## config.mk

```make
export PLATFORM = sky130hd
export DESIGN_NAME = nrx_latch_ctrl
export DESIGN_NICKNAME = d
export VERILOG_FILES = /design/src/hw/nrx_pkg.sv /design/src/hw/nrx_latch_ctrl.sv
export SDC_FILE = /design/constraint.sdc
export NUM_CORES = 1
export LEC_CHECK = 0
export BUFFER_PORTS_ARGS = -buffer_cell sky130_fd_sc_hd__buf_2
export CAP_MARGIN = 5
export CORE_ASPECT_RATIO = 1.1
export CORE_UTILIZATION = 30
export DETAILED_ROUTE_END_ITERATION = 8
export GPL_TIMING_DRIVEN = 0
export PLACE_DENSITY = 0.92
export SLEW_MARGIN = 20
export SYNTH_ARGS = -nofsm -noshare
export SYNTH_HDL_FRONTEND = slang
export SYNTH_SLANG_ARGS = --single-unit
```

## constraint.sdc

```tcl
create_clock -name CCLK -period 1.6 [get_ports CCLK]
set_input_delay 0.16 -clock CCLK [delete_from_list [all_inputs] [get_ports CCLK]]
set_output_delay 0.16 -clock CCLK [all_outputs]
set_load 0.1 [all_outputs]
```

## src/hw/nrx_pkg.sv

```systemverilog
//------------------------------
// Board package
// Memory map, raster geometry, bus enums and structs
//------------------------------
package nrx_pkg;

	//------------------------------
	// Bus sizes
	//------------------------------
	localparam int ADDR_W = 16;
	localparam int DATA_W = 8;
	localparam int RAM_AW = 11;                  // 2 KB work RAM

	//------------------------------
	// Memory map
	//------------------------------
	localparam logic [ADDR_W-1:0] RAM_BASE = 16'h9800; // 2 KB
	localparam logic [ADDR_W-1:0] INP_BASE = 16'hA000; // 512 bytes
	localparam logic [ADDR_W-1:0] LAT_BASE = 16'hA180; // 16 bytes

	// Latch offsets inside the latch window
	localparam logic [3:0] LAT_BANG = 4'h0;
	localparam logic [3:0] LAT_IE   = 4'h1;
	localparam logic [3:0] LAT_LP0  = 4'h4;
	localparam logic [3:0] LAT_LP1  = 4'h5;

	//------------------------------
	// Raster geometry, one pixel per CCLK
	//------------------------------
	localparam logic [8:0] H_TOTAL  = 9'd384;
	localparam logic [8:0] H_ACTIVE = 9'd288;
	localparam logic [8:0] V_TOTAL  = 9'd264;
	localparam logic [8:0] V_ACTIVE = 9'd224;
	localparam logic [8:0] HS_START = 9'd312;
	localparam logic [8:0] HS_END   = 9'd344;
	localparam logic [8:0] VS_START = 9'd240;
	localparam logic [8:0] VS_END   = 9'd244;
	localparam logic [5:0] CELL_COLS = 6'd36;    // 8-pixel cells per line

	// Which peer owns an address
	typedef enum logic [1:0] {
		REG_NONE,
		REG_RAM,
		REG_INP,
		REG_LAT
	} region_e;

	typedef enum logic [1:0] {
		OP_IDLE,
		OP_READ,
		OP_WRITE
	} bus_op_e;

	// Latch / input port access, one cycle wide
	typedef struct packed {
		bus_op_e           op;
		logic [ADDR_W-1:0] addr;
		logic [DATA_W-1:0] wdata;
	} bus_req_t;

	// Work RAM port request
	typedef struct packed {
		logic              valid;
		logic              we;
		logic [RAM_AW-1:0] addr;
		logic [DATA_W-1:0] wdata;
	} ram_req_t;

	typedef struct packed {
		logic [8:0] hpos;
		logic [8:0] vpos;
		logic       active;      // Inside visible area
		logic       vblk_start;  // First pixel of line V_ACTIVE
	} raster_t;

endpackage
```

## src/hw/nrx_latch_ctrl.sv

```systemverilog
//------------------------------
// Control latches and input ports
// Interrupt, lamps, bang, CTR/DSW read mux
//------------------------------
`timescale 1ns/1ps

module nrx_latch_ctrl import nrx_pkg::*; (
	input  logic              CCLK,
	input  logic              reset,
	input  bus_req_t          lat_req,
	input  raster_t           raster,
	input  logic [7:0]        ctr1,
	input  logic [7:0]        ctr2,
	input  logic [7:0]        dsw,
	output logic [DATA_W-1:0] lat_rdata,
	output logic              irq,
	output logic [1:0]        lamp,
	output logic              bang
);

	logic       inte;    // Interrupt enable
	logic       intl;    // Pending, set at vblank start
	logic       in_lat;
	logic       in_inp;
	logic [3:0] offs;

	assign in_lat = (lat_req.addr[ADDR_W-1:4] == LAT_BASE[ADDR_W-1:4]);
	assign in_inp = (lat_req.addr[ADDR_W-1:9] == INP_BASE[ADDR_W-1:9]);
	assign offs   = lat_req.addr[3:0];

	//------------------------------
	// Latch writes
	//------------------------------
	always_ff @(posedge CCLK) begin
		if (reset) begin
			inte <= 1'b0;
			intl <= 1'b0;
			lamp <= 2'b00;
			bang <= 1'b0;
		end else begin
			if (raster.vblk_start)
				intl <= 1'b1;
			if (lat_req.op == OP_WRITE && in_lat) begin
				case (offs)
					LAT_BANG: bang <= lat_req.wdata[0];
					LAT_IE: begin
						inte <= lat_req.wdata[0];
						intl <= 1'b0;            // Ack beats a same-cycle set
					end
					LAT_LP0:  lamp[0] <= lat_req.wdata[0];
					LAT_LP1:  lamp[1] <= lat_req.wdata[0];
					default: ;
				endcase
			end
		end
	end

	assign irq = intl && inte;   // Level to host

	//------------------------------
	// Read mux
	//------------------------------
	always_comb begin
		lat_rdata = '0;
		if (in_lat) begin
			case (offs)
				LAT_BANG: lat_rdata[0] = bang;
				LAT_IE:   lat_rdata[0] = inte;
				LAT_LP0:  lat_rdata[0] = lamp[0];
				LAT_LP1:  lat_rdata[0] = lamp[1];
				default:  lat_rdata = '0;
			endcase
		end else if (in_inp) begin
			// Bit 8 picks DSW, else bit 7 picks CTR2
			lat_rdata = lat_req.addr[8] ? dsw : (lat_req.addr[7] ? ctr2 : ctr1);
		end
	end

endmodule

```

==> run metrics <==
initial antenna violation count 0; cts bufs inserted 3; Final Hold Fails 0; PnR worst setup slack -93.3 ps; Synth Area in XOR/XNOR 0%; status finished with violations; Setup WS pre-CTS -393 ps; drt initial violations 24; post-synthesis simple-gate area fraction 44.7%; ant diodes 0; fin nets 209; cells after synthesis 76; crit path DAT 1530 ps; Yosys warning total 0; area grow syn2layout 92.6%; H-tree depth 1; gr ovfl total 0; final setup violation count 7; CP required 1440 ps; startpoint types input port; Row Count 16; met3 Track Usage GR 5.60%; cells along the critical path buf_6, nor4b_4, nand3b_1, or3_4, buf_12, nor2_4, buf_12; Routed Antenna Nets 0; vias per cell 4.82; Crit-path slowest cell or3_4; mapped cell area 596 sq um; core box area 1820 sq um; number of global-route vias before repair 770; fin crit period 1690 ps; DRC 0; syn nets 148; Post-Route Skew 0 ps; Yosys reg bits 5; CTS tree yes; dpl cells 156; met2 usage 32.1%; P_leak 0.507 nW; port bufs 53; FMAX 0.591 GHz; clk buf depth 2; Clk pin slew, worst setup/hold paths 40 ps; post-route insts no fill 163; fin util 63.0%; Vias 786; critical hold path startpoint reset; worst hold path type input port to flop; RSZ-0062 raised after global routing true; CP Capture Type output pin; Slew Viols, Final 0; syn_area_per_cell 7.84 sq um; worst-path fanout max 7; failing checks negative setup slack; Most Crowded Layer GR met2; final wirelength 1870 microns; Top Ports 84; Worst-Skew Late Latency 240 ps; Die W 44.5 microns; Area after DPL 952 sq um; largest net degree at the start of global routing 11; Final Instance Area 1150 sq um; worst vdd ir 0.000321 V; All-Layer GR Usage 17.7%; total power 0.000418 W; Post-CTS Hold Buffers 0; Starting Density 32.7%; post-route clock period utilization 106%; sequential element share of the synthesized area 16.8%; GP Congestion 0.738; max-cap viol count 0; pin slew with the least headroom to its limit 485 ps; first-pass iteration count of the detailed router 4; Slew HR 67.9%; share of cells above drive strength 1 58.1%; worst stage delay on the critical path 400 ps; crit path from lat_req[17]; Post-Synth Adder-Cell Area 0%; met1 Usage GRT 18.2%; mux share of post-synthesis cell area 17.2%; clk sinks 5; CTS Root Cell clkbuf_4; Power Density 364 nW/um^2; Die Y 48.7 microns; critical path class input port to output pin; reg2reg start inte$_SDFFE_PP0P_; main combinational cell family by area after synthesis simple AND/OR/NAND/NOR gates; Yosys cell types 26; FILL cells 153; most frequent CP cell buf_12; routed len/inst 11.5 microns; first-pass GRT wire length 2980 microns; total die area 2170 sq um; Synth Area in Compound Gates 14.7%; Detail Placement HPWL 1480 microns
## state kept, by name, indices dropped and copies added, names as in the netlist
name / flops
lamp: 2
inte: 1
intl: 1
bang: 1
## layout make-up
class                   instances  area [sq um]  area share [%]
repair buffers                 56           420            36.6
plain buffers                   6          47.5            4.14
clock buffers                   4          26.3            2.29
well taps                      27          33.8            2.94
multi-input cells              65           508            44.3
flip-flops and latches          5           111            9.71
## report_power, final
| group | internal [W] | switching (W) | total, W | leakage, nW |
|---|---|---|---|---|
| Combinational | 0.0000783 | 0.0000732 | 0.000152 | 0.449 |
| Clock | 0.0000941 | 0.0000493 | 0.000143 | 0.0150 |
| Sequential | 0.000122 | 0.000000797 | 0.000123 | 0.0430 |
## final timing paths
kind                       end  slack, ps  depth (start not counted)
max               lat_rdata[1]        -90                          7
min          bang$_SDFFE_PP0P_        140                          2
max reg2reg  inte$_SDFFE_PP0P_        970                          2
min reg2reg  bang$_SDFFE_PP0P_        490                          2
## cell families after synthesis
group | count (synthesis)
buf+inv | 6
mux | 9
flops | 5
compound gates | 17
simple gates | 39
## layout by cell type, fill, tap and decap left out, drive strengths merged
cell type / instances
nor2: 18
nand2b: 2
nand2: 2
or3: 1
nand3: 2
buf: 59
o31ai: 1
nand4: 2
or3b: 1
o21ai: 4
and2: 1
mux2i: 8
nor3: 1
and3b: 1
mux4: 1
clkbuf: 7
nand4b: 2
a21oi: 12
and4: 1
nor4b: 3
dfxtp: 5
and4bb: 1
nand3b: 1
## synthesized netlist by cell type, drive strengths merged
master	count	area [sq um]
nor2	18	85.1
a21oi	12	60.1
mux2i	8	80.1
dfxtp	5	100
o21ai	4	20.0
buf	3	27.5
clkbuf	3	11.3
nor4b	3	56.3
nand2	2	7.51
nand2b	2	12.5
nand3	2	10.0
nand4	2	12.5
nand4b	2	17.5
and2	1	6.26
and3b	1	8.76
and4	1	10.0
and4bb	1	12.5
mux4	1	22.5
nand3b	1	7.51
nor3	1	5.00
o31ai	1	7.51
or3	1	6.26
or3b	1	8.76
## worst max-delay path, delay by kind of cell
family        cells  cell delay [ps]
buf+inv           3              440
simple gates      4              940
## through the flow
stage          setup TNS, ps  hold slack [ps]
2_1_floorplan          -1330              219
3_3_place_gp           -2630              374
3_5_place_dp           -2880              389
4_1_cts                 -496              132
5_1_grt                 -962              141
6_report                -560              139
## what timing repair did
item | CTS | global route
setup buffers | 2 | 1
setup endpoints to repair | 8 | 8
resized for setup | 32 | 5
hold endpoints to repair | 0 | 0
pin swaps | 4 | 4
## layer usage
layer / vias to the layer above / part of all wire (%)
met1: 333 / 36
met4: 0 / 1.1
met2: 50 / 50
met5: - / 0
met3: 4 / 13
li1: 399 / -
Power figures use the tool's default switching activity.
