==> config.mk <==
export PLATFORM = sky130hd
export DESIGN_NAME = nrx_color_fetch
export DESIGN_NICKNAME = d
export VERILOG_FILES = /design/src/hw/nrx_pkg.sv /design/src/hw/nrx_color_fetch.sv
export SDC_FILE = /design/constraint.sdc
export NUM_CORES = 1
export LEC_CHECK = 0
export BUFFER_PORTS_ARGS = -buffer_cell sky130_fd_sc_hd__clkbuf_2
export CAP_MARGIN = 20
export CORE_MARGIN = 5
export CORE_UTILIZATION = 43
export DETAILED_ROUTE_END_ITERATION = 10
export PLACE_DENSITY_LB_ADDON = 0.15
export SETUP_SLACK_MARGIN = 0.05
export SLEW_MARGIN = 20
export SYNTH_ARGS = -nofsm -noshare
export SYNTH_HDL_FRONTEND = slang
export SYNTH_SLANG_ARGS = --single-unit
==> constraint.sdc <==
create_clock -name CCLK -period 2.7 [get_ports CCLK]
set_input_delay 0.27 -clock CCLK [delete_from_list [all_inputs] [get_ports CCLK]]
set_output_delay 0.27 -clock CCLK [all_outputs]
set_load 0.02 [all_outputs]
==> src/hw/nrx_pkg.sv <==
//------------------------------
// Board package
// Memory map, raster geometry, bus enums and structs
//------------------------------
package nrx_pkg;

	//------------------------------
	// Bus sizes
	//------------------------------
	localparam int ADDR_W = 16;
	localparam int DATA_W = 8;
	localparam int RAM_AW = 11;                  // 2 KB work RAM

	//------------------------------
	// Memory map
	//------------------------------
	localparam logic [ADDR_W-1:0] RAM_BASE = 16'h9800; // 2 KB
	localparam logic [ADDR_W-1:0] INP_BASE = 16'hA000; // 512 bytes
	localparam logic [ADDR_W-1:0] LAT_BASE = 16'hA180; // 16 bytes

	// Latch offsets inside the latch window
	localparam logic [3:0] LAT_BANG = 4'h0;
	localparam logic [3:0] LAT_IE   = 4'h1;
	localparam logic [3:0] LAT_LP0  = 4'h4;
	localparam logic [3:0] LAT_LP1  = 4'h5;

	//------------------------------
	// Raster geometry, one pixel per CCLK
	//------------------------------
	localparam logic [8:0] H_TOTAL  = 9'd384;
	localparam logic [8:0] H_ACTIVE = 9'd288;
	localparam logic [8:0] V_TOTAL  = 9'd264;
	localparam logic [8:0] V_ACTIVE = 9'd224;
	localparam logic [8:0] HS_START = 9'd312;
	localparam logic [8:0] HS_END   = 9'd344;
	localparam logic [8:0] VS_START = 9'd240;
	localparam logic [8:0] VS_END   = 9'd244;
	localparam logic [5:0] CELL_COLS = 6'd36;    // 8-pixel cells per line

	// Which peer owns an address
	typedef enum logic [1:0] {
		REG_NONE,
		REG_RAM,
		REG_INP,
		REG_LAT
	} region_e;

	typedef enum logic [1:0] {
		OP_IDLE,
		OP_READ,
		OP_WRITE
	} bus_op_e;

	// Latch / input port access, one cycle wide
	typedef struct packed {
		bus_op_e           op;
		logic [ADDR_W-1:0] addr;
		logic [DATA_W-1:0] wdata;
	} bus_req_t;

	// Work RAM port request
	typedef struct packed {
		logic              valid;
		logic              we;
		logic [RAM_AW-1:0] addr;
		logic [DATA_W-1:0] wdata;
	} ram_req_t;

	typedef struct packed {
		logic [8:0] hpos;
		logic [8:0] vpos;
		logic       active;      // Inside visible area
		logic       vblk_start;  // First pixel of line V_ACTIVE
	} raster_t;

endpackage
==> src/hw/nrx_color_fetch.sv <==
//------------------------------
// Colour fetch
// One work RAM byte per 8x8 cell, drives {b,g,r}
//------------------------------
`timescale 1ns/1ps

module nrx_color_fetch import nrx_pkg::*; (
	input  logic              CCLK,
	input  logic              reset,
	input  raster_t           raster,
	input  logic [DATA_W-1:0] rdata,
	input  logic              hblank_in,
	input  logic              vblank_in,
	output ram_req_t          video_req,
	output logic [2:0]        r,
	output logic [2:0]        g,
	output logic [1:0]        b,
	output logic              hblank,
	output logic              vblank
);

	logic [5:0]        row;
	logic [5:0]        col;
	logic [RAM_AW-1:0] cell_addr;
	logic              fetch;
	logic              fetch_d1;     // RAM data valid this cycle
	logic              active_d1;
	logic [DATA_W-1:0] hold_q;       // Byte of current cell
	logic [DATA_W-1:0] color_q;
	logic [1:0]        hblank_d;
	logic [1:0]        vblank_d;

	//------------------------------
	// Cell address and request
	//------------------------------
	assign row       = raster.vpos[8:3];
	assign col       = raster.hpos[8:3];
	assign cell_addr = RAM_AW'(row) * RAM_AW'(CELL_COLS) + RAM_AW'(col);
	assign fetch     = raster.active && (raster.hpos[2:0] == 3'd0); // First pixel of cell

	always_comb begin
		video_req.valid = fetch;
		video_req.we    = 1'b0;                  // Read only
		video_req.addr  = cell_addr;
		video_req.wdata = '0;
	end

	//------------------------------
	// Pixel pipeline, two stages
	//------------------------------
	always_ff @(posedge CCLK) begin
		if (reset) begin
			fetch_d1  <= 1'b0;
			active_d1 <= 1'b0;
			color_q   <= '0;
			hblank_d  <= '0;
			vblank_d  <= '0;
		end else begin
			fetch_d1  <= fetch;
			active_d1 <= raster.active;
			if (!active_d1)
				color_q <= '0;                    // Black in blanking
			else
				color_q <= fetch_d1 ? rdata : hold_q;
			hblank_d <= {hblank_d[0], hblank_in};
			vblank_d <= {vblank_d[0], vblank_in};
		end
	end

	always_ff @(posedge CCLK) begin
		if (fetch_d1)
			hold_q <= rdata;                      // Keep for rest of cell
	end

	assign {b, g, r} = color_q;
	assign hblank    = hblank_d[1];
	assign vblank    = vblank_d[1];

endmodule

==> metrics.txt <==
CP Capture Type=primary output; WP data arrival=roughly 2200 ps; setup ws final=~250 ps; Synth Area in Compound Gates=under 10%; kind of critical path=input port to primary output; core region area=around 2500 um^2; Setup WS pre-CTS=approximately 170 ps; CP Cell Sequence=clkbuf_2 -> ha_1 -> ha_2 -> fa_1 -> nand2_1 -> nor2_2 -> nor4b_4 -> xnor2_1 -> buf_4; Tmin final=approximately 2500 ps; CTS tree=yes; setup tns final=0 ps; Initial Utilization=45.2%; largest family of logic cells by synthesized area=simple AND/OR/NAND/NOR gates; Gate power share=between 30% and 40%; Routed Antenna Nets=0; Hold Crit Class=input port to register; Detailed Routing Iterations Pass 1=2; global-route wire length before repair=between 3 and 4 mm; fin. max-slew vios=0; Placer Congestion=between 0.7 and 0.8; P_sw=approximately 0.24 mW; WL met2=around 1 mm; top-area cell type share of the netlist area=between 30% and 40%; Synth Area in Simple Gates=around 16%; initial antenna violation count=0; Die Area=roughly 3700 um^2; drt via density=~4.6; Post-Synthesis Cells=about 100; largest net degree at the start of global routing=13; Worst-path clk slew=~110 ps; number of DRC markers in iteration 0=3; Via Count=~800; # H-tree levels=1; FF+latch count, synth=22; post-synthesis mux area share=under 10%; Filler cells=between 200 and 250; Finished Layout Cells=about 180; CP max FO=3; Fmax=about 410 MHz; WHS=between 150 and 200 ps; Top Metal Used=met4; nature of the critical path startpoint=input port; Clock Skews=between 0.6 and 0.7 ps; dpl hpwl=1.72 mm; count of final hold-check violations=0; final WL=2.00 mm; sequential area share after synthesis=between 30% and 40%; CTS Buf Count=3; Final setup viols=0; gr usage total=12.1%; power per cell area=between 500 and 600 nW/um^2; Leak=0.654 nW; Clk pwr share=a little over a fifth; CP max stage delay=520 ps; count of different cell masters after synthesis=26; top cells by area, synth=dfxtp_1, ha_1, buf_4; Ant. Diodes=0; Site Rows=18; Net Sw Frac=30.1%; most frequent cells in the layout=clkbuf_2, dfxtp_1, nor2b_1; XOR/XNOR Fraction of Synth Area=about 6.3%; Mean Syn Cell Area=10.9 um^2; Power Internal=around 0.56 mW; Worst-Skew Late Latency=290 ps; fin crit share=between 90% and 100%; Post-CTS Setup Inserts=0; Peak supply drop=339 uV; vias in the first global route=around 810; CTS sink cnt=22; synth warn=0; met3 routed WL=approximately 240 um; # port buffers=45; maximum root-to-sink buffer count=2; Die W=~61 um; crit path max-delay cell type=fa_1; residual DRC count=0; Max-cap violations=0; Final #Nets=around 190; number of I/O pins=63; post-route cell area=1360 um^2; met1 wire length=736 um; status=completed; Post-Place Cells=between 150 and 200; dominant cell type by area after synthesis=dfxtp_1; grt total ovfl=0; register area=between 400 and 500 um^2; Syn-to-layout area delta=21.4%; Die Y=61.0 um; footprint of the multi-input gates=between 600 and 700 um^2; unrepaired setup endpoints after global routing=no; CTS root buffer=clkbuf_4; post-synthesis cell area=roughly 1100 um^2; WL per Instance=11.3 um; commonest non-fill, non-tap cell in the layout=clkbuf_2; Post-DP Area=between 1000 and 1500 um^2; layout cells sized above 1=between 40% and 50%; Synth Area in Adders=between 10 and 15%; Worst EP required=between 2000 and 2500 ps; sequential power share=between 40% and 50%
-- layout make-up --
cell class | instances | share of cell area, %
Clock buffer | 4 | 2.67
Timing Repair Buffer | 45 | 16.8
Sequential cell | 22 | 32.4
Tap cell | 30 | 2.76
Inverter | 2 | 0.553
Multi-Input combinational cell | 74 | 44.8
-- critical path: cells and delay by family --
family | cells | cell delay (ps)
fa+ha+maj | 3 | 1020
simple gates | 3 | 460
xor+xnor | 1 | 150
buf+inv | 2 | 280
-- flip-flops by register name, indices dropped and copies added, names as in the netlist --
| name | count |
|---|---|
| hblank_d | 2 |
| vblank_d | 2 |
| active_d1 | 1 |
| hold_q | 8 |
| color_q | 8 |
| fetch_d1 | 1 |
-- through the flow --
stage	power [mW]	util (%)
6_report	0.800	54.8
5_1_grt	0.853	54.8
4_1_cts	0.808	54.6
3_5_place_dp	0.638	53.1
3_3_place_gp	0.630	53.1
2_1_floorplan	0.577	-
-- cells by family after synthesis --
kind of cell / after synthesis
compound gates: 11
xor+xnor: 8
fa+ha+maj: 12
buf+inv: 15
flops: 22
mux: 8
other cells: 1
simple gates: 26
-- cell usage after synthesis --
cell	instances
a211oi_1	1
conb_1	1
nor4b_1	1
inv_1	2
buf_2	1
a21oi_2	2
o211ai_1	1
fa_1	2
a21oi_1	4
dfxtp_1	22
nor4b_4	1
nor2_1	2
buf_4	12
o21bai_1	1
nand2b_1	2
xnor2_1	6
ha_1	10
nor2b_1	14
xor2_1	2
nand3_1	1
nor2_2	1
and3_4	1
nand2_1	3
a21o_1	1
mux2_2	8
o21ai_1	1
-- per-layer routing --
metal,up-vias,GRT usage (%)
li1,413,-
met5,-,0
met3,4,2.34
met4,0,8.67
met1,367,12.3
met2,36,21.7
-- power groups by stage --
stage / Combinational (mW) / Clock [mW] / Sequential [mW]
floorplan: 0.193 / 0 / 0.385
global placement: 0.253 / 0 / 0.378
detailed placement: 0.259 / 0 / 0.379
CTS: 0.260 / 0.177 / 0.372
global route: 0.288 / 0.190 / 0.375
finish: 0.259 / 0.170 / 0.371
-- final timing paths --
| kind | start | to | slack, ps | cells past startpoint |
|---|---|---|---|---|
| hold / removal | vblank_in | vblank_d[0] | 180 | 2 |
| setup / recovery | raster[6] | video_req[18] | 250 | 9 |
| hold reg to reg | hblank_d[0] | hblank_d[1] | 450 | 1 |
| setup reg to reg | fetch_d1 | color_q[2] | 1530 | 2 |
-- timing repair --
item	CTS	global route
hold buffers	0	0
gates resized for setup	0	3
setup endpoints to repair	0	1
Power figures use the tool's default switching activity.
