File: config.mk
export PLATFORM = sky130hd
export DESIGN_NAME = nrx_bus_decode
export DESIGN_NICKNAME = d
export VERILOG_FILES = /design/src/hw/nrx_pkg.sv /design/src/hw/nrx_bus_decode.sv
export SDC_FILE = /design/constraint.sdc
export NUM_CORES = 1
export LEC_CHECK = 0
export BUFFER_PORTS_ARGS = -buffer_cell sky130_fd_sc_hd__buf_2
export CAP_MARGIN = 30
export CELL_PAD_IN_SITES_DETAIL_PLACEMENT = 1
export CELL_PAD_IN_SITES_GLOBAL_PLACEMENT = 1
export CORE_ASPECT_RATIO = 0.5
export CORE_UTILIZATION = 27
export CTS_CLUSTER_SIZE = 12
export DETAILED_ROUTE_END_ITERATION = 10
export HOLD_SLACK_MARGIN = 0.06
export PLACE_DENSITY = 0.76
export SLEW_MARGIN = 10
export SYNTH_ARGS = -nofsm -noshare
export SYNTH_HDL_FRONTEND = slang
export SYNTH_SLANG_ARGS = --single-unit
File: constraint.sdc
create_clock -name CCLK -period 2 [get_ports CCLK]
set_clock_uncertainty 0.15 [all_clocks]
set_input_delay 0.4 -clock CCLK [delete_from_list [all_inputs] [get_ports CCLK]]
set_output_delay 0.4 -clock CCLK [all_outputs]
set_load 0.01 [all_outputs]
File: src/hw/nrx_pkg.sv
//------------------------------
// Board package
// Memory map, raster geometry, bus enums and structs
//------------------------------
package nrx_pkg;

	//------------------------------
	// Bus sizes
	//------------------------------
	localparam int ADDR_W = 16;
	localparam int DATA_W = 8;
	localparam int RAM_AW = 11;                  // 2 KB work RAM

	//------------------------------
	// Memory map
	//------------------------------
	localparam logic [ADDR_W-1:0] RAM_BASE = 16'h9800; // 2 KB
	localparam logic [ADDR_W-1:0] INP_BASE = 16'hA000; // 512 bytes
	localparam logic [ADDR_W-1:0] LAT_BASE = 16'hA180; // 16 bytes

	// Latch offsets inside the latch window
	localparam logic [3:0] LAT_BANG = 4'h0;
	localparam logic [3:0] LAT_IE   = 4'h1;
	localparam logic [3:0] LAT_LP0  = 4'h4;
	localparam logic [3:0] LAT_LP1  = 4'h5;

	//------------------------------
	// Raster geometry, one pixel per CCLK
	//------------------------------
	localparam logic [8:0] H_TOTAL  = 9'd384;
	localparam logic [8:0] H_ACTIVE = 9'd288;
	localparam logic [8:0] V_TOTAL  = 9'd264;
	localparam logic [8:0] V_ACTIVE = 9'd224;
	localparam logic [8:0] HS_START = 9'd312;
	localparam logic [8:0] HS_END   = 9'd344;
	localparam logic [8:0] VS_START = 9'd240;
	localparam logic [8:0] VS_END   = 9'd244;
	localparam logic [5:0] CELL_COLS = 6'd36;    // 8-pixel cells per line

	// Which peer owns an address
	typedef enum logic [1:0] {
		REG_NONE,
		REG_RAM,
		REG_INP,
		REG_LAT
	} region_e;

	typedef enum logic [1:0] {
		OP_IDLE,
		OP_READ,
		OP_WRITE
	} bus_op_e;

	// Latch / input port access, one cycle wide
	typedef struct packed {
		bus_op_e           op;
		logic [ADDR_W-1:0] addr;
		logic [DATA_W-1:0] wdata;
	} bus_req_t;

	// Work RAM port request
	typedef struct packed {
		logic              valid;
		logic              we;
		logic [RAM_AW-1:0] addr;
		logic [DATA_W-1:0] wdata;
	} ram_req_t;

	typedef struct packed {
		logic [8:0] hpos;
		logic [8:0] vpos;
		logic       active;      // Inside visible area
		logic       vblk_start;  // First pixel of line V_ACTIVE
	} raster_t;

endpackage
File: src/hw/nrx_bus_decode.sv
//------------------------------
// AXI4-Lite slave and address decoder
// One access at a time to RAM, latches or inputs
//------------------------------
`timescale 1ns/1ps

module nrx_bus_decode import nrx_pkg::*; (
	input  logic              CCLK,
	input  logic              reset,
	// AXI4-Lite slave
	input  logic              awvalid,
	input  logic [ADDR_W-1:0] awaddr,
	input  logic              wvalid,
	input  logic [DATA_W-1:0] wdata,
	input  logic              arvalid,
	input  logic [ADDR_W-1:0] araddr,
	input  logic              bready,
	input  logic              rready,
	output logic              awready,
	output logic              wready,
	output logic              arready,
	output logic              bvalid,
	output logic [1:0]        bresp,
	output logic              rvalid,
	output logic [DATA_W-1:0] rdata,
	output logic [1:0]        rresp,
	// Latch / input peer
	output bus_req_t          lat_req,
	input  logic [DATA_W-1:0] lat_rdata,
	// Work RAM host port
	output ram_req_t          host_req,
	input  logic              host_grant,
	input  logic [DATA_W-1:0] ram_rdata
);

	typedef enum logic [1:0] {
		S_IDLE,
		S_ACCESS,     // Issue to peer
		S_RAM_WAIT,   // Hold RAM request, then take data
		S_RESP        // B or R valid
	} state_e;

	state_e            state;
	region_e           region;
	logic [ADDR_W-1:0] addr_q;
	logic [DATA_W-1:0] wdata_q;
	logic [DATA_W-1:0] rdata_q;
	logic              is_read;
	logic              granted;   // Grant seen, data due this cycle
	logic              rd_take;
	logic              wr_take;

	// Latch window sits inside the input window, so check it first
	function automatic region_e classify(input logic [ADDR_W-1:0] a);
		region_e r;
		r = REG_NONE;
		if (a[ADDR_W-1:4] == LAT_BASE[ADDR_W-1:4])
			r = REG_LAT;
		else if (a[ADDR_W-1:RAM_AW] == RAM_BASE[ADDR_W-1:RAM_AW])
			r = REG_RAM;
		else if (a[ADDR_W-1:9] == INP_BASE[ADDR_W-1:9])   // 512-byte window
			r = REG_INP;
		return r;
	endfunction

	assign region = classify(addr_q);

	//------------------------------
	// Handshakes
	//------------------------------
	assign rd_take = (state == S_IDLE) && arvalid;               // Read wins
	assign wr_take = (state == S_IDLE) && awvalid && wvalid && !arvalid;

	assign arready = rd_take;
	assign awready = wr_take;
	assign wready  = wr_take;

	assign bvalid = (state == S_RESP) && !is_read;
	assign rvalid = (state == S_RESP) && is_read;
	assign rdata  = rdata_q;
	assign bresp  = 2'b00;   // Always OKAY
	assign rresp  = 2'b00;

	//------------------------------
	// Sequencer
	//------------------------------
	always_ff @(posedge CCLK) begin
		if (reset) begin
			state   <= S_IDLE;
			is_read <= 1'b0;
			granted <= 1'b0;
		end else begin
			case (state)
				S_IDLE: begin
					if (rd_take || wr_take) begin
						is_read <= rd_take;
						state   <= S_ACCESS;
					end
				end
				S_ACCESS: state <= (region == REG_RAM) ? S_RAM_WAIT : S_RESP;
				S_RAM_WAIT: begin
					if (granted) begin
						granted <= 1'b0;
						state   <= S_RESP;
					end else if (host_grant) begin
						granted <= 1'b1;
					end
				end
				S_RESP: if (is_read ? rready : bready) state <= S_IDLE;
				default: state <= S_IDLE;
			endcase
		end
	end

	// Address, write data and read data capture
	always_ff @(posedge CCLK) begin
		if (rd_take) begin
			addr_q <= araddr;
		end else if (wr_take) begin
			addr_q  <= awaddr;
			wdata_q <= wdata;
		end
		if (state == S_ACCESS) // Unmapped reads give zero
			rdata_q <= (region == REG_INP || region == REG_LAT) ? lat_rdata : '0;
		else if (state == S_RAM_WAIT && granted)
			rdata_q <= ram_rdata;
	end

	//------------------------------
	// Peer requests
	//------------------------------
	always_comb begin
		lat_req.op    = OP_IDLE;
		lat_req.addr  = addr_q;
		lat_req.wdata = wdata_q;
		if (state == S_ACCESS && (region == REG_INP || region == REG_LAT))
			lat_req.op = is_read ? OP_READ : OP_WRITE;

		host_req.valid = (state == S_RAM_WAIT) && !granted; // Held until grant
		host_req.we    = !is_read;
		host_req.addr  = addr_q[RAM_AW-1:0];
		host_req.wdata = wdata_q;
	end

endmodule

==> results of run 1 <==
synth_stat cells, drive strengths merged:
cell,number
inv,12
ha,5
a221oi,1
o21ai,9
a221o,1
nand3,1
clkbuf,1
edfxtp,32
conb,1
nor4bb,1
mux2i,1
and4b,1
mux2,16
a211o,1
nor2b,3
nand4b,1
buf,26
o31ai,1
dfxtp,4
nor2,4
nand2,12
and2,3
a21oi,5
and2b,1
a21o,1
state kept, by name (all words and copies together), names as in the netlist:
name	count
addr_q	16
rdata	8
wdata_q	8
state	2
granted	1
is_read	1
timing repair:
action,CTS,global route
endpoints found under the setup margin,6,5
setup buffers,4,0
gates resized for setup,10,6
gates cloned,0,0
pin swaps,2,1
endpoints found under the hold margin,0,0
power groups by stage:
stage	registers, W	clock network (W)	logic, W
2_1_floorplan	0.00133	0	0.000637
3_3_place_gp	0.00123	0	0.00110
3_5_place_dp	0.00124	0	0.00114
4_1_cts	0.00125	0.000745	0.00125
5_1_grt	0.00129	0.000768	0.00142
6_report	0.00126	0.000727	0.00132
kinds of logic after synthesis:
group	Yosys count	share of synthesized area [%]
buffers and inverters	39	13.3
other	1	0.208
DFF	36	57.9
muxes	17	10.6
AOI/OAI and AO/OA	19	6.54
and+or+nand+nor	27	8.07
adders and majority gates	5	3.48
layout by cell type, fill, tap and decap left out, types with 3 or more instances in the layout:
| cell | netlist | layout |
|---|---|---|
| a21oi_1 | 5 | 5 |
| buf_2 | 2 | 122 |
| buf_4 | 24 | 10 |
| clkbuf_16 | 0 | 5 |
| conb_1 | 1 | 4 |
| edfxtp_1 | 32 | 32 |
| ha_1 | 5 | 3 |
| inv_1 | 12 | 10 |
| mux2_2 | 16 | 16 |
| nand2_1 | 11 | 11 |
| nor2_1 | 4 | 3 |
| o21ai_0 | 9 | 9 |
worst register-to-register path, stage by stage, from the launching register on:
cell      delay, ns
dfxtp_2        0.39
inv_2          0.10
ha_1           0.25
nor2b_4        0.16
a221oi_1       0.37
a211o_1        0.21
o31ai_2        0.08
layer usage:
layer | up-vias | routed length [um]
met5 | - | 0
met4 | 0 | 72
met3 | 6 | 177
met2 | 35 | 3150
met1 | 726 | 2020
li1 | 705 | -
worst max-delay path by stage:
stage	from	endpoint
6_report	addr_q[9]	lat_req[24]
5_1_grt	addr_q[9]	lat_req[24]
4_1_cts	state[1]	lat_req[24]
3_5_place_dp	state[0]	addr_q[15]
3_3_place_gp	state[0]	addr_q[11]
2_1_floorplan	state[0]	addr_q[0]
metrics by stage:
step | worst slack (ns) | util, % | TNS [ns]
floorplan | 0.00634 | - | 0
global placement | 0.179 | 38.2 | 0
detailed placement | 0.0610 | 38.2 | 0
CTS | -0.100 | 41.5 | -0.215
global route | -0.190 | 41.9 | -0.365
finish | -0.119 | 41.9 | -0.218
cell type report:
| cell class | instances | area [sq um] | share of cell area [%] |
|---|---|---|---|
| Inverter | 12 | 45.0 | 1.72 |
| Sequential cell | 36 | 1040 | 39.8 |
| Tap cell | 88 | 110 | 4.20 |
| Multi-Input combinational cell | 72 | 591 | 22.5 |
| Clock buffer | 7 | 133 | 5.06 |
| Clock inverter | 1 | 3.75 | 0.143 |
| Timing Repair Buffer | 133 | 697 | 26.6 |
==> impl_metrics.py, run 1 <==
metrics = {
    "drt": {
        "wl_per_cell_um": 15.5,
        "drt_iter0_markers": 26,
        "dr.pass1.iters": 4,
        "drc": 0,
        "viasPerCell": 4.22,
        "routed_wl_um": 5420,
        "vias": 1472,
        "final_antenna_net_count": 0,
    },
    "logic_synthesis": {
        "synth_area_leaders": "edfxtp_1, buf_4, mux2_2, dfxtp_1, ha_1",
        "synth-seq-cells": 36,
        "synthesis.area_sq_um": 1800,
        "synth_seq_area_share_pct": 57.9,
        "ys_warn_count": 0,
        "synth_cells": 144,
        "yosys.area.top_type_share_pct": 53.4,
        "avgSynthCellArea_sq_um": 12.5,
        "synth.largest_area_cell": "edfxtp_1",
        "synth.distinct_cells": 28,
    },
    "floorplanning": {
        "die_h_um": 59.7,
        "fp-row-count": 20,
        "core_sq_um": 6260,
        "start_util_pct": 28.8,
        "fp.dieW_um": 117,
        "pin_count": 128,
        "die_area_sq_um": 7010,
    },
    "setup_path": {
        "max_stage_delay_ns": 0.47,
        "timing.rr.end": "state[0]",
        "critPathCaptureType": "output pin",
        "critPathRequiredTime_ns": 1.45,
        "critPathBufInv": 1,
        "crit_arrival_ns": 1.57,
        "critical_path.max_fanout": 3,
        "r2r_start": "state[0]",
        "cp_slowest_cell": "edfxtp_1",
        "worstSetupPathType": "reg2out",
        "cp_top_family": "simple AND/OR/NAND/NOR gates",
        "path_cells": "nor4bb_4, and4b_1, and2_2, buf_6",
        "startpoint_type": "flip-flop",
        "rrSetupSlack_ns": 0.18,
        "r2r_cells": 6,
        "worst-path-stages": 4,
    },
    "sta": {
        "setup_ws_ns": -0.119,
        "timing.fmax_mhz": 472,
        "rsz0062_at_grt": "yes",
        "report.final.hold_viol_count": 0,
        "drv_slew": 0,
        "hold_ws_ns": 0.150,
        "finalCritPeriodShare_pct": 106,
        "finalCriticalPeriod_ns": 2.12,
        "finalSetupViolCount": 2,
    },
    "layout": {
        "final_cells": 349,
        "nets": 329,
        "fillers": 736,
        "n_antenna_cell": 0,
        "area_growth_pct": 45.8,
        "fin_area_sq_um": 2620,
        "drive_above_1_share_pct": 64.8,
    },
    "global_route": {
        "gr-usage-met3_pct": 2.77,
        "grtUsageMet1_pct": 15.8,
        "antenna_found_initial": 0,
        "busiest_layer": "met2",
        "grt_max_degree": 17,
        "overflow": 0,
        "grt_first_pass_wirelength_um": 7820,
        "grt_use_total_pct": 14.8,
        "grt_use_met2_pct": 29.7,
        "grt_pass1_vias": 1548,
    },
    "power": {
        "p_total_w": 0.00330,
        "clkPwrFrac_pct": 22.0,
        "internal_power_w": 0.00218,
        "power_density_nw_per_um2": 1260,
        "combPwrFrac_pct": 39.8,
        "ir_worst_vdd_mv": 0.340,
        "share_seq_of_total_power_pct": 38.2,
        "cellLeakagePower_nw": 1.23,
        "switchingPower_w": 0.00112,
        "swShare_pct": 34.0,
    },
    "run": {
        "cap_violations": 0,
    },
    "clock_network": {
        "clkLatencyLatePin_ns": 0.27,
        "ctsHoldBuffers": 0,
        "clockBufferDepth": 2,
        "clkSinkCount": 36,
        "cts-root-buf": "clkbuf_16",
        "cts.reportedPaths.clkPinSlew_ns": 0.05,
        "cts_buffers": 5,
        "cts_tree": "yes",
        "htreeDepth": 2,
    },
    "placement": {
        "io_buffers": 123,
        "dpl.hpwl_um": 3820,
        "place_area_sq_um": 2390,
        "place.gp.congestion": 0.706,
        "dp_cells": 337,
    },
    "status": {
        "outcome": "finished with violations",
        "violations": "negative setup slack",
    },
    "worst_hold_path": {
        "holdPathStages": 1,
        "hp-class": "in2reg",
        "min_to": "wdata_q[5]",
        "hold_path_startpoint": "wdata[5]",
    },
}
No activity file was read; power rests on OpenSTA's default activity.
==> run 2, diff against run 1 <==
Settings changed: SETUP_SLACK_MARGIN from default to 0.15.
==> run 2 against run 1 <==
Against the previous run:
- the flow still finishes with violations (negative setup slack)
- global-route usage shrank 0.43 points
- register-to-register slack lost 0.07 ns
- clock power grew 22%
- die area is the same
- worst hold slack lost 0.0017 ns
- power grew 14%
- count of clock-buffer cells in the layout shrank 1
- first-iteration DRC count grew to 2.6 times the previous value
- worst setup slack gained 0.023 ns
- via count grew 7.7%
- sequential cell count is the same
- critical endpoint is now lat_req[25]
==> impl_metrics.py, run 2 (synthesis gave the netlist of run 1 again) <==
metrics = {
    "status": {
        "outcome": "finished with violations",
        "violations": "negative setup slack",
    },
    "floorplanning": {
        "fp.dieW_um": 117,
        "start_util_pct": 28.8,
        "die_area_sq_um": 7010,
        "die_h_um": 59.7,
        "fp-row-count": 20,
        "pin_count": 128,
        "core_sq_um": 6260,
    },
    "power": {
        "internal_power_w": 0.00248,
        "cellLeakagePower_nw": 1.30,
        "ir_worst_vdd_mv": 0.412,
        "power_density_nw_per_um2": 1330,
        "combPwrFrac_pct": 42.5,
        "switchingPower_w": 0.00128,
        "clkPwrFrac_pct": 23.5,
        "swShare_pct": 34.0,
        "share_seq_of_total_power_pct": 34.0,
    },
    "drt": {
        "routed_wl_um": 6450,
        "final_antenna_net_count": 0,
        "drt_iter0_markers": 67,
        "drc": 0,
        "dr.pass1.iters": 4,
        "viasPerCell": 4.43,
        "vias": 1586,
        "wl_per_cell_um": 18.0,
    },
    "clock_network": {
        "htreeDepth": 2,
        "clkSinkCount": 36,
        "cts_tree": "yes",
        "clockBufferDepth": 2,
        "ctsHoldBuffers": 0,
        "cts-root-buf": "clkbuf_16",
        "cts.reportedPaths.clkPinSlew_ns": 0.06,
        "cts_buffers": 5,
        "clkLatencyLatePin_ns": 0.28,
    },
    "sta": {
        "tightest_slew_ns": 0.594,
        "finalCritPeriodShare_pct": 105,
        "setup_ws_ns": -0.0961,
        "report.final.hold_viol_count": 0,
        "finalSetupViolCount": 3,
        "relSlewSlack_pct": 60.4,
        "drv_slew": 0,
        "rsz0062_at_grt": "yes",
        "timing.fmax_mhz": 477,
        "finalCriticalPeriod_ns": 2.10,
    },
    "global_route": {
        "grt_max_degree": 17,
        "grt_pass1_vias": 1438,
        "grt_use_total_pct": 14.4,
        "overflow": 0,
        "grt_first_pass_wirelength_um": 7470,
        "antenna_found_initial": 1,
    },
    "layout": {
        "nets": 337,
        "drive_above_1_share_pct": 68.0,
        "final_cell_mix": "buf_2, edfxtp_1, mux2_2",
        "area_growth_pct": 57.3,
        "utilization_pct": 45.2,
        "largest_register_ffs": 16,
        "top_register": "addr_q",
        "layout_commonest_cell": "buf_2",
    },
    "placement": {
        "place.gp.congestion": 0.641,
        "dpl.hpwl_um": 3980,
        "io_buffers": 123,
        "post-place-ws_ns": 0.140,
    },
    "run": {
        "cap_violations": 0,
    },
    "setup_path": {
        "critPathCaptureType": "output pin",
        "crit_arrival_ns": 1.55,
        "worstSetupPathType": "reg2out",
        "startpoint_type": "flip-flop",
        "critical_path.max_fanout": 3,
        "critPathRequiredTime_ns": 1.45,
    },
    "worst_hold_path": {
        "hp-class": "in2reg",
    },
}
-- run 2: final cells by class --
type,instances,area [sq um]
fillers,719,3430
flip-flops and latches,36,1050
repair buffers,141,816
multi-input cells,72,644
clock buffers,6,129
well taps,88,110
inverters,12,47.5
clock inverters,2,35.0
diodes,1,2.50
-- run 2: final timing paths --
kind	from	to	slack (ns)	cells after the start
setup / recovery	addr_q[14]	lat_req[25]	-0.1	4
hold reg to reg	is_read	is_read	0.48	2
setup reg to reg	state[1]	state[0]	0.11	8
hold / removal	wdata[5]	wdata_q[5]	0.15	1
-- run 2: metrics by stage --
step                      instances  hold slack [ns]  area (sq um)  power [W]  setup TNS, ns
final                           358            0.148          2830    0.00377         -0.182
after global routing            358            0.145          2830    0.00391         -0.352
after CTS                       351            0.145          2670    0.00346        -0.0895
after detailed placement        337            0.403          2400    0.00242              0
after global placement          337            0.388          2400    0.00237              0
after floorplan                 147            0.319          1810    0.00197              0
-- run 2: power by group through the flow --
stage	Sequential (W)	Combinational, W	Clock [W]
4_1_cts	0.00125	0.00133	0.000881
3_5_place_dp	0.00125	0.00117	0
6_report	0.00128	0.00160	0.000884
3_3_place_gp	0.00123	0.00114	0
5_1_grt	0.00130	0.00169	0.000923
2_1_floorplan	0.00133	0.000640	0
-- run 2: routing by layer --
metal  routed length (um)  track usage [%]  vias to the layer above
li1                     -                -                      723
met1                 2430             15.2                      793
met2                 3560             28.4                       53
met3                  275             3.82                       17
met4                  189             5.57                        0
met5                    0                0                        -
-- run 2: worst max-delay path: stages, from the launching register on --
cell      delay [ns]
edfxtp_1        0.44
nor4bb_4        0.29
and4b_1         0.27
and2_1          0.14
buf_2           0.12
-- run 2: repair_timing --
item                                    4_1_cts  5_1_grt
setup buffers                                 6        6
endpoints found under the setup margin        6       20
gates resized for setup                      17       19
hold endpoints to repair                      0        0
pin swaps                                     2        7
cloned                                        0        0
