===== src/hw/nrx_pkg.sv =====
//------------------------------
// Board package
// Memory map, raster geometry, bus enums and structs
//------------------------------
package nrx_pkg;

	//------------------------------
	// Bus sizes
	//------------------------------
	localparam int ADDR_W = 16;
	localparam int DATA_W = 8;
	localparam int RAM_AW = 11;                  // 2 KB work RAM

	//------------------------------
	// Memory map
	//------------------------------
	localparam logic [ADDR_W-1:0] RAM_BASE = 16'h9800; // 2 KB
	localparam logic [ADDR_W-1:0] INP_BASE = 16'hA000; // 512 bytes
	localparam logic [ADDR_W-1:0] LAT_BASE = 16'hA180; // 16 bytes

	// Latch offsets inside the latch window
	localparam logic [3:0] LAT_BANG = 4'h0;
	localparam logic [3:0] LAT_IE   = 4'h1;
	localparam logic [3:0] LAT_LP0  = 4'h4;
	localparam logic [3:0] LAT_LP1  = 4'h5;

	//------------------------------
	// Raster geometry, one pixel per CCLK
	//------------------------------
	localparam logic [8:0] H_TOTAL  = 9'd384;
	localparam logic [8:0] H_ACTIVE = 9'd288;
	localparam logic [8:0] V_TOTAL  = 9'd264;
	localparam logic [8:0] V_ACTIVE = 9'd224;
	localparam logic [8:0] HS_START = 9'd312;
	localparam logic [8:0] HS_END   = 9'd344;
	localparam logic [8:0] VS_START = 9'd240;
	localparam logic [8:0] VS_END   = 9'd244;
	localparam logic [5:0] CELL_COLS = 6'd36;    // 8-pixel cells per line

	// Which peer owns an address
	typedef enum logic [1:0] {
		REG_NONE,
		REG_RAM,
		REG_INP,
		REG_LAT
	} region_e;

	typedef enum logic [1:0] {
		OP_IDLE,
		OP_READ,
		OP_WRITE
	} bus_op_e;

	// Latch / input port access, one cycle wide
	typedef struct packed {
		bus_op_e           op;
		logic [ADDR_W-1:0] addr;
		logic [DATA_W-1:0] wdata;
	} bus_req_t;

	// Work RAM port request
	typedef struct packed {
		logic              valid;
		logic              we;
		logic [RAM_AW-1:0] addr;
		logic [DATA_W-1:0] wdata;
	} ram_req_t;

	typedef struct packed {
		logic [8:0] hpos;
		logic [8:0] vpos;
		logic       active;      // Inside visible area
		logic       vblk_start;  // First pixel of line V_ACTIVE
	} raster_t;

endpackage

===== src/hw/nrx_hvgen.sv =====
//------------------------------
// Raster timing generator
// Pixel and line counters, sync and blank decode
//------------------------------
`timescale 1ns/1ps

module nrx_hvgen import nrx_pkg::*; (
	input  logic    CCLK,
	input  logic    reset,
	output raster_t raster,
	output logic    hsync,
	output logic    vsync,
	output logic    hblank,
	output logic    vblank
);

	logic [8:0] hcnt;   // Pixel within line
	logic [8:0] vcnt;   // Line within frame
	logic       h_last;
	logic       v_last;

	assign h_last = (hcnt == H_TOTAL - 9'd1);
	assign v_last = (vcnt == V_TOTAL - 9'd1);

	//------------------------------
	// Counters
	//------------------------------
	always_ff @(posedge CCLK) begin
		if (reset) begin
			hcnt <= '0;
			vcnt <= '0;
		end else begin
			if (h_last) begin
				hcnt <= '0;
				vcnt <= v_last ? 9'd0 : vcnt + 9'd1; // Frame wrap
			end else begin
				hcnt <= hcnt + 9'd1;
			end
		end
	end

	//------------------------------
	// Decode
	//------------------------------
	assign hblank = (hcnt >= H_ACTIVE);
	assign vblank = (vcnt >= V_ACTIVE);

	// Active-high sync windows
	assign hsync = (hcnt >= HS_START) && (hcnt < HS_END);
	assign vsync = (vcnt >= VS_START) && (vcnt < VS_END);

	always_comb begin
		raster.hpos       = hcnt;
		raster.vpos       = vcnt;
		raster.active     = !hblank && !vblank;
		raster.vblk_start = (hcnt == 9'd0) && (vcnt == V_ACTIVE); // One-cycle strobe
	end

endmodule


===== config.mk =====
export PLATFORM = sky130hd
export DESIGN_NAME = nrx_hvgen
export DESIGN_NICKNAME = d
export VERILOG_FILES = /design/src/hw/nrx_pkg.sv /design/src/hw/nrx_hvgen.sv
export SDC_FILE = /design/constraint.sdc
export NUM_CORES = 1
export LEC_CHECK = 0
export BUFFER_PORTS_ARGS = -buffer_cell sky130_fd_sc_hd__buf_2
export CAP_MARGIN = 30
export CORE_UTILIZATION = 51
export CTS_CLUSTER_DIAMETER = 60
export DETAILED_ROUTE_END_ITERATION = 7
export PLACE_DENSITY = 0.75
export REMOVE_ABC_BUFFERS = 1
export SYNTH_ARGS = -nofsm -noshare
export SYNTH_HDL_FRONTEND = slang
export SYNTH_SLANG_ARGS = --single-unit

===== constraint.sdc =====
create_clock -name CCLK -period 2 [get_ports CCLK]
set_clock_uncertainty 0.05 [all_clocks]
set_input_delay 0.1 -clock CCLK [delete_from_list [all_inputs] [get_ports CCLK]]
set_output_delay 0.1 -clock CCLK [all_outputs]
set_load 0.01 [all_outputs]

==> results of run 1 <==
==> sequential cells by signal, summed over array words and instances, names as in the netlist <==
| name | cells |
|---|---|
| hcnt | 9 |
| vcnt | 9 |
==> report_power, final <==
group,internal [W],switching [W]
Sequential,0.000363,0.00000716
Combinational,0.0000124,0.0000172
Clock,0.0000700,0.000112
Total,0.000446,0.000137
==> worst max path at each step <==
stage	to	slack [ps]
after global placement	hcnt[8]$_SDFF_PP0_	350
final	raster[0]	250
after detailed placement	hcnt[8]$_SDFF_PP0_	300
after CTS	raster[0]	170
after global routing	raster[0]	60
after floorplan	vcnt[0]$_SDFFE_PP0N_	370
==> cell families after synthesis <==
family	Yosys count	share of synthesized area [%]
adders and majority gates	4	5.02
and+or+nand+nor	58	36.5
buffers and inverters	13	5.90
AOI/OAI and AO/OA	11	5.90
xor gates and xnor gates	12	10.5
DFF	18	36.1
==> cell usage in the layout, fill, tap and decap left out <==
cell / Yosys / routed
a31o_2: 1 / 1
a21oi_1: 6 / 6
nand4_2: 1 / 1
buf_2: 2 / 25
inv_1: 6 / 6
nor4_1: 3 / 2
nor2_2: 1 / 1
nand2b_1: 1 / 1
nor3_1: 8 / 8
nand4_1: 2 / 2
o21ai_0: 4 / 4
nor2b_1: 1 / 1
nor4_2: 2 / 3
clkbuf_4: 0 / 3
and4b_1: 1 / 1
or3_1: 1 / 1
nor4_4: 2 / 2
xnor2_1: 10 / 10
ha_1: 4 / 4
nand4b_4: 1 / 1
nor3b_1: 2 / 2
nand3_1: 10 / 10
buf_4: 0 / 1
or4_1: 1 / 1
nand2_1: 6 / 6
dfxtp_1: 18 / 18
and2_1: 1 / 1
nor2_1: 14 / 14
xor2_1: 2 / 2
==> what timing repair did <==
action / in CTS / in global routing
hold buffers: 0 / 0
setup endpoints to repair: 0 / 1
resized for setup: 0 / 1
==> critical path: stages (launching register included) <==
cell	delay, ps
dfxtp_1	430
nand3_1	190
nor4_2	220
nand3_1	130
nor4_1	160
buf_2	170
==> stage by stage <==
stage | instance area [um^2] | total power, W
2_1_floorplan | 961 | 0.000396
3_3_place_gp | 1120 | 0.000409
3_5_place_dp | 1120 | 0.000409
4_1_cts | 1150 | 0.000584
5_1_grt | 1150 | 0.000605
6_report | 1150 | 0.000583
==> layer usage <==
metal	part of all wire, %	global-route usage [%]	vias up
met5	0	0	-
li1	-	-	445
met3	5.5	3.53	4
met1	50	33.1	378
met4	1.4	8.82	0
met2	43	32.4	34
==> layout make-up <==
| type | count | area [um^2] | share of cell area, % |
|---|---|---|---|
| clock buffer | 3 | 22.5 | 1.95 |
| inverter | 6 | 22.5 | 1.95 |
| multi-input combinational | 85 | 584 | 50.7 |
| sequential | 18 | 360 | 31.2 |
| tap | 25 | 31.3 | 2.71 |
| timing repair buffer | 26 | 133 | 11.5 |
==> impl_metrics.ini, run 1 <==
[run_status]
outcome = finished, final reports clean

[clock_network]
clockBufferDepth = 2
cts_root_buffer = clkbuf_4
cts_tree = done
postCtsSetupBuffers = 0
htreeDepth = 1
clk_pin_slew_ps = 100
insertion_delay_ps = 290
cts_made_buffers = 3
clkSinkCount = 18

[sta]
setup_violations = 0
post-route-min-period_ps = 1750
hold_ws_ps = 70.0
worst_pin_slew_ps = 442
totalNegativeSetupSlack_ps = 0
post-route-period-util_pct = 87.3
rsz0062_at_grt = no
fmax_mhz = 573
hold_violations = 0
relSlewSlack_pct = 70.4
drv_slew = 0
finalWorstSetupSlack_ps = 253

[logic_synthesis]
synth_top_area_cell = dfxtp_1
ys_top_cells_by_count = dfxtp_1, nor2_1, nand3_1, xnor2_1, nor3_1
synthCells = 116
synth-seq-cells = 18
synth-edff-count = 0
netlist.area_leader.share_pct = 36.1
yosys_warnings = 0
ys_top_cells_by_area = dfxtp_1, xnor2_1, nor2_1, ha_1, nand3_1
yosysSeqAreaShare_pct = 36.1
ys_types = 29
synth_area_um2 = 997
avgSynthCellArea_um2 = 8.60
async_flop_share_pct = 0
yosysMostFrequentCell = dfxtp_1
synth_top_flop_cell = dfxtp_1

[worst_setup_path]
regToRegEndpoint = hcnt[8]$_SDFF_PP0_
worstPathArrival_ps = 1600
rrSetupSlack_ps = 270
endpoint_kind = primary output
critPathLaunch = vcnt[6]$_SDFFE_PP0N_
crit_type = flip-flop to primary output
cp.required_ps = 1850
rr_startpoint = hcnt[3]$_SDFF_PP0_
start_kind = flip-flop
worstPathMaxFanout = 5
r2r_cells = 3

[placement]
dp_cells = 160
place_hpwl_um = 1490
place.gp.congestion = 0.784
pre_cts_ws_ps = 296
port_buffers = 25

[cells_and_area]
fin_cells = 163
fin_util_pct = 64.7
drive_gt1_share_pct = 27.5
nets = 146
final.fill_count = 160
antenna-diode-count = 0
area_growth_pct = 15.7

[hold_path]
worstHoldStart = reset
hold_end = hcnt[8]$_SDFF_PP0_
hold_class = input port to flip-flop
hold-path-cell-count = 2

[route]
routed_via_density = 5.28
first_iter_violations = 18
num_vias = 861
drc_errors = 0
ant_nets = 0
drt-total-wl_um = 2030
drt_pass1_iterations = 4
drt-wirelength-per-cell_um = 12.5

[global_routing]
grt_usage_pct = 22.5
grt_pass1_vias = 749
grt_overflow = 0
antenna_found_initial = 0
grt_first_pass_wirelength_um = 3440
grt_max_degree = 14

[job]
maxCapViolCount = 0

[power_and_ir_drop]
power_density_mw_per_mm2 = 505
max-vdd-ir-drop_uv = 456
p_leak_nw = 0.513

[die]
num_rows = 15
core_area_mm2 = 0.00178
ioPinCount = 26
die_y_um = 46.2
die_area_mm2 = 0.00214
die_x_um = 46.2
initial_utilization_pct = 55.9
(Power assumes the default switching activity.)
==> run 2, diff against run 1 <==
--- a/config.mk
+++ b/config.mk
@@ -8,8 +8,9 @@
 export BUFFER_PORTS_ARGS = -buffer_cell sky130_fd_sc_hd__buf_2
 export CAP_MARGIN = 30
 export CORE_UTILIZATION = 51
-export CTS_CLUSTER_DIAMETER = 60
+export CTS_CLUSTER_DIAMETER = 30
 export DETAILED_ROUTE_END_ITERATION = 7
+export HOLD_SLACK_MARGIN = 0.05
 export PLACE_DENSITY = 0.75
 export REMOVE_ABC_BUFFERS = 1
 export SYNTH_ARGS = -nofsm -noshare
==> constraint.sdc (replaced) <==
create_clock -name CCLK -period 2 [get_ports CCLK]
set_clock_uncertainty 0.05 [all_clocks]
set_input_delay 0.5 -clock CCLK [delete_from_list [all_inputs] [get_ports CCLK]]
set_output_delay 0.5 -clock CCLK [all_outputs]
set_load 0.01 [all_outputs]
==> impl_metrics.ini, run 2 (same netlist as run 1, synthesis figures left out) <==
[run_status]
outcome = finished with violations
violations = setup timing

[sta]
setup_violations = 1
drv_slew = 0
post-route-period-util_pct = 104
hold_violations = 0
worst_pin_slew_ps = 373
fmax_mhz = 479
rsz0062_at_grt = yes
post-route-min-period_ps = 2090
hold_ws_ps = 415
relSlewSlack_pct = 74.9
totalNegativeSetupSlack_ps = -89.1
finalWorstSetupSlack_ps = -89.1

[clock_network]
cts_hold_buf = 0
clk_pin_slew_ps = 110
insertion_delay_ps = 290
htreeDepth = 1
cts_root_buffer = clkbuf_4
clockBufferDepth = 2
cts_made_buffers = 3
cts_tree = done
clkSinkCount = 18

[route]
ant_nets = 0
first_iter_violations = 35
drt-wirelength-per-cell_um = 13.6
num_vias = 942
drt_pass1_iterations = 4
drt-total-wl_um = 2350
routed_via_density = 5.45
drc_errors = 0

[hold_path]
hold_class = flip-flop to flip-flop

[placement]
port_buffers = 25
place_hpwl_um = 1630
place.gp.congestion = 0.811

[power_and_ir_drop]
power_density_mw_per_mm2 = 487
max-vdd-ir-drop_uv = 296
p_leak_nw = 0.578

[worst_setup_path]
cp.required_ps = 1450
worstPathArrival_ps = 1540
endpoint_kind = primary output
rrSetupSlack_ps = 300
crit_type = flip-flop to primary output
start_kind = flip-flop
worstPathMaxFanout = 4

[die]
die_y_um = 46.2
num_rows = 15
die_area_mm2 = 0.00214
ioPinCount = 26
core_area_mm2 = 0.00178
initial_utilization_pct = 55.9
die_x_um = 46.2

[cells_and_area]
drive_gt1_share_pct = 40.5
multi_input_area_um2 = 617
area_growth_pct = 28.7
reg_top3 = hcnt x9, vcnt x9
antenna-diode-count = 0
regArea_um2 = 377
layout_common_cells = buf_2, nor2_1, xnor2_1, buf_4
final_common_cell = buf_2
nets = 155
final.fill_count = 149

[global_routing]
grt_max_degree = 13
grt_first_pass_wirelength_um = 3700
antenna_found_initial = 0
grt_pass1_vias = 793
grt_overflow = 0
grt_usage_pct = 23.7

[job]
maxCapViolCount = 0
## run 2: power breakdown
group	internal (W)	switching (W)	total, W
clock	0.000111	0.000113	0.000224
combinational	0.0000129	0.0000196	0.0000326
sequential	0.000361	0.00000789	0.000369
total	0.000485	0.000140	0.000625
## run 2: what timing repair did
action / CTS / global route
buffers inserted: 4 / 0
endpoints found under the hold margin: 0 / 0
endpoints found under the setup margin: 2 / 3
pin swaps: 1 / 2
gates resized for setup: 12 / 5
## run 2: critical path, cell delays in order, from the launching register on
cell and delay [ps]:
dfxtp_1 360, inv_1 70, ha_1 140, nand2_1 90, nor3_2 140, nand3_1 130, nor4_2 160, buf_2 170
## run 2: layout make-up
class	instances	area share (%)
timing repair buffer	35	15.6
inverter	6	1.75
sequential	18	29.3
multi-input combinational	85	48.1
tap	25	2.44
clock buffer	4	2.83
## run 2: final timing paths
| check | start | endpoint | cells after the start |
|---|---|---|---|
| worst min register to register | hcnt[0]$_SDFF_PP0_ | hcnt[0]$_SDFF_PP0_ | 1 |
| worst max register to register | hcnt[1]$_SDFF_PP0_ | vcnt[6]$_SDFFE_PP0N_ | 5 |
| worst min-delay path | hcnt[0]$_SDFF_PP0_ | hcnt[0]$_SDFF_PP0_ | 1 |
| worst max-delay path | hcnt[1]$_SDFF_PP0_ | raster[0] | 7 |
## run 2: per-stage QoR
step	total power (W)	instances	instance area (um^2)	setup slack (ps)	util (%)
after floorplan	0.000396	109	961	179	-
after global placement	0.000408	165	1160	186	65.2
after detailed placement	0.000409	165	1160	95.4	65.2
after CTS	0.000626	173	1270	-37.8	71.2
after global routing	0.000650	173	1280	-213	72.0
final	0.000625	173	1280	-89.1	72.0
## run 2: routing by layer
layer  part of all wire (%)  vias up  GRT usage, %  wire (um)
li1                       -      467             -          -
met1                     48      441          35.1       1130
met2                     47       30          35.2       1100
met3                    3.5        4          3.53         82
met4                    1.3        0          7.06         30
met5                      0        -             0          0
==> run 3, diff against run 2 <==
--- a/config.mk
+++ b/config.mk
@@ -7,11 +7,11 @@
 export LEC_CHECK = 0
 export BUFFER_PORTS_ARGS = -buffer_cell sky130_fd_sc_hd__buf_2
 export CAP_MARGIN = 30
-export CORE_UTILIZATION = 51
+export CORE_UTILIZATION = 46
 export CTS_CLUSTER_DIAMETER = 30
 export DETAILED_ROUTE_END_ITERATION = 7
 export HOLD_SLACK_MARGIN = 0.05
-export PLACE_DENSITY = 0.75
+export PLACE_DENSITY = 0.72
 export REMOVE_ABC_BUFFERS = 1
 export SYNTH_ARGS = -nofsm -noshare
 export SYNTH_HDL_FRONTEND = slang
==> constraint.sdc (replaced) <==
create_clock -name CCLK -period 1.7 [get_ports CCLK]
set_clock_uncertainty 0.05 [all_clocks]
set_input_delay 0.425 -clock CCLK [delete_from_list [all_inputs] [get_ports CCLK]]
set_output_delay 0.425 -clock CCLK [all_outputs]
set_load 0.01 [all_outputs]
==> impl_metrics.ini, run 3 (same netlist as run 1, synthesis figures left out) <==
[run_status]
outcome = finished with violations
violations = setup timing

[hold_path]
hold_class = input port to flip-flop

[route]
routed_via_density = 5.23
drc_errors = 0
drt-total-wl_um = 2420
ant_nets = 0
drt-wirelength-per-cell_um = 13.1
drt_pass1_iterations = 4
first_iter_violations = 30
num_vias = 963

[sta]
hold_violations = 0
drv_slew = 0
relSlewSlack_pct = 77.4
hold_ws_ps = 403
finalWorstSetupSlack_ps = -157
post-route-period-util_pct = 109
setup_violations = 2
rsz0062_at_grt = yes
fmax_mhz = 538
post-route-min-period_ps = 1860
worst_pin_slew_ps = 336

[global_routing]
antenna_found_initial = 0
grt_overflow = 0
grt_first_pass_wirelength_um = 3970
grt_usage_pct = 21.4
grt_pass1_vias = 876
grt_max_degree = 13

[worst_setup_path]
start_kind = flip-flop
crit_family = simple AND/OR/NAND/NOR gates
worstPathArrival_ps = 1380
worstPathMaxFanout = 5
critPathBufInv = 2
path_cells = inv_1 -> ha_1 -> nand2_1 -> nor3_2 -> nand3_1 -> nor4_2 -> buf_2
cp.required_ps = 1220
endpoint_kind = primary output
cpPeakStageDelay_ps = 350
crit_type = flip-flop to primary output
slowest_stage = dfxtp_2

[cells_and_area]
final_common_cell = buf_2
area_growth_pct = 39.8
nets = 165
final.fill_count = 169
fin_util_pct = 69.6
antenna-diode-count = 0
layout_common_cells = buf_2, buf_4, nor2_1
drive_gt1_share_pct = 49.0
reg_top3 = hcnt x9, vcnt x9
fin_cells = 184

[clock_network]
cts_made_buffers = 3
htreeDepth = 1
insertion_delay_ps = 290
cts_tree = done
clkSinkCount = 18
clk_pin_slew_ps = 100
cts_root_buffer = clkbuf_4
clockBufferDepth = 2
cts_hold_buf = 0

[die]
die_x_um = 48.6
num_rows = 16
die_area_mm2 = 0.00236
ioPinCount = 26
initial_utilization_pct = 49.8
die_y_um = 48.6
core_area_mm2 = 0.00200

[power_and_ir_drop]
p_total_w = 0.000681
max-vdd-ir-drop_uv = 330
power_density_mw_per_mm2 = 488
p_leak_nw = 0.651

[placement]
port_buffers = 25
place_hpwl_um = 1720
dp_cells = 176
place.gp.congestion = 0.808

[job]
maxCapViolCount = 0
[run 3: area by class of cell]
| cell class | count | area [um^2] | share of cell area (%) |
|---|---|---|---|
| Clock buffer | 3 | 22.5 | 1.62 |
| Multi-Input combinational cell | 85 | 648 | 46.5 |
| Sequential cell | 18 | 384 | 27.6 |
| Inverter | 6 | 22.5 | 1.62 |
| Timing Repair Buffer | 45 | 283 | 20.3 |
| Tap cell | 27 | 33.8 | 2.42 |
[run 3: report_power, final]
| group | internal (W) | total [W] | switching, W |
|---|---|---|---|
| combinational | 0.0000185 | 0.0000416 | 0.0000231 |
| clock | 0.0000823 | 0.000209 | 0.000126 |
| sequential | 0.000423 | 0.000430 | 0.00000700 |
| total | 0.000524 | 0.000681 | 0.000156 |
[run 3: per-stage QoR]
step                      setup TNS (ps)  cell area (um^2)  worst slack [ps]
final                               -219              1390              -157
after global routing                -689              1390              -306
after global placement                 0              1230              49.8
after floorplan                    -46.3               961             -46.3
after CTS                           -283              1350              -219
after detailed placement               0              1230              22.9
[run 3: worst paths after layout]
check | depth (start not counted) | slack [ps] | from | end
worst max register to register | 8 | 40 | hcnt[5]$_SDFF_PP0_ | vcnt[8]$_SDFFE_PP0N_
worst min register to register | 1 | 410 | hcnt[0]$_SDFF_PP0_ | hcnt[0]$_SDFF_PP0_
worst max-delay path | 7 | -160 | hcnt[0]$_SDFF_PP0_ | raster[0]
worst min-delay path | 2 | 400 | reset | hcnt[6]$_SDFF_PP0_
[run 3: what timing repair did]
| action | 4_1_cts | 5_1_grt |
|---|---|---|
| hold endpoints to repair | 0 | 0 |
| setup buffers | 4 | 1 |
| pin swaps | 3 | 3 |
| gates resized for setup | 23 | 7 |
| endpoints found under the setup margin | 4 | 4 |
[run 3: worst reg2reg max path, stage by stage (launching register included)]
cell	delay, ps
dfxtp_4	400
buf_6	100
buf_4	90
buf_4	90
nand4_2	110
buf_6	180
nor4_2	300
xnor2_1	180
nor2_1	50
[run 3: metal layers]
metal,wire length (um),global-route usage (%)
met5,0,0
met4,23,7.84
met3,78,2.83
met2,1240,36.9
met1,1080,27.1
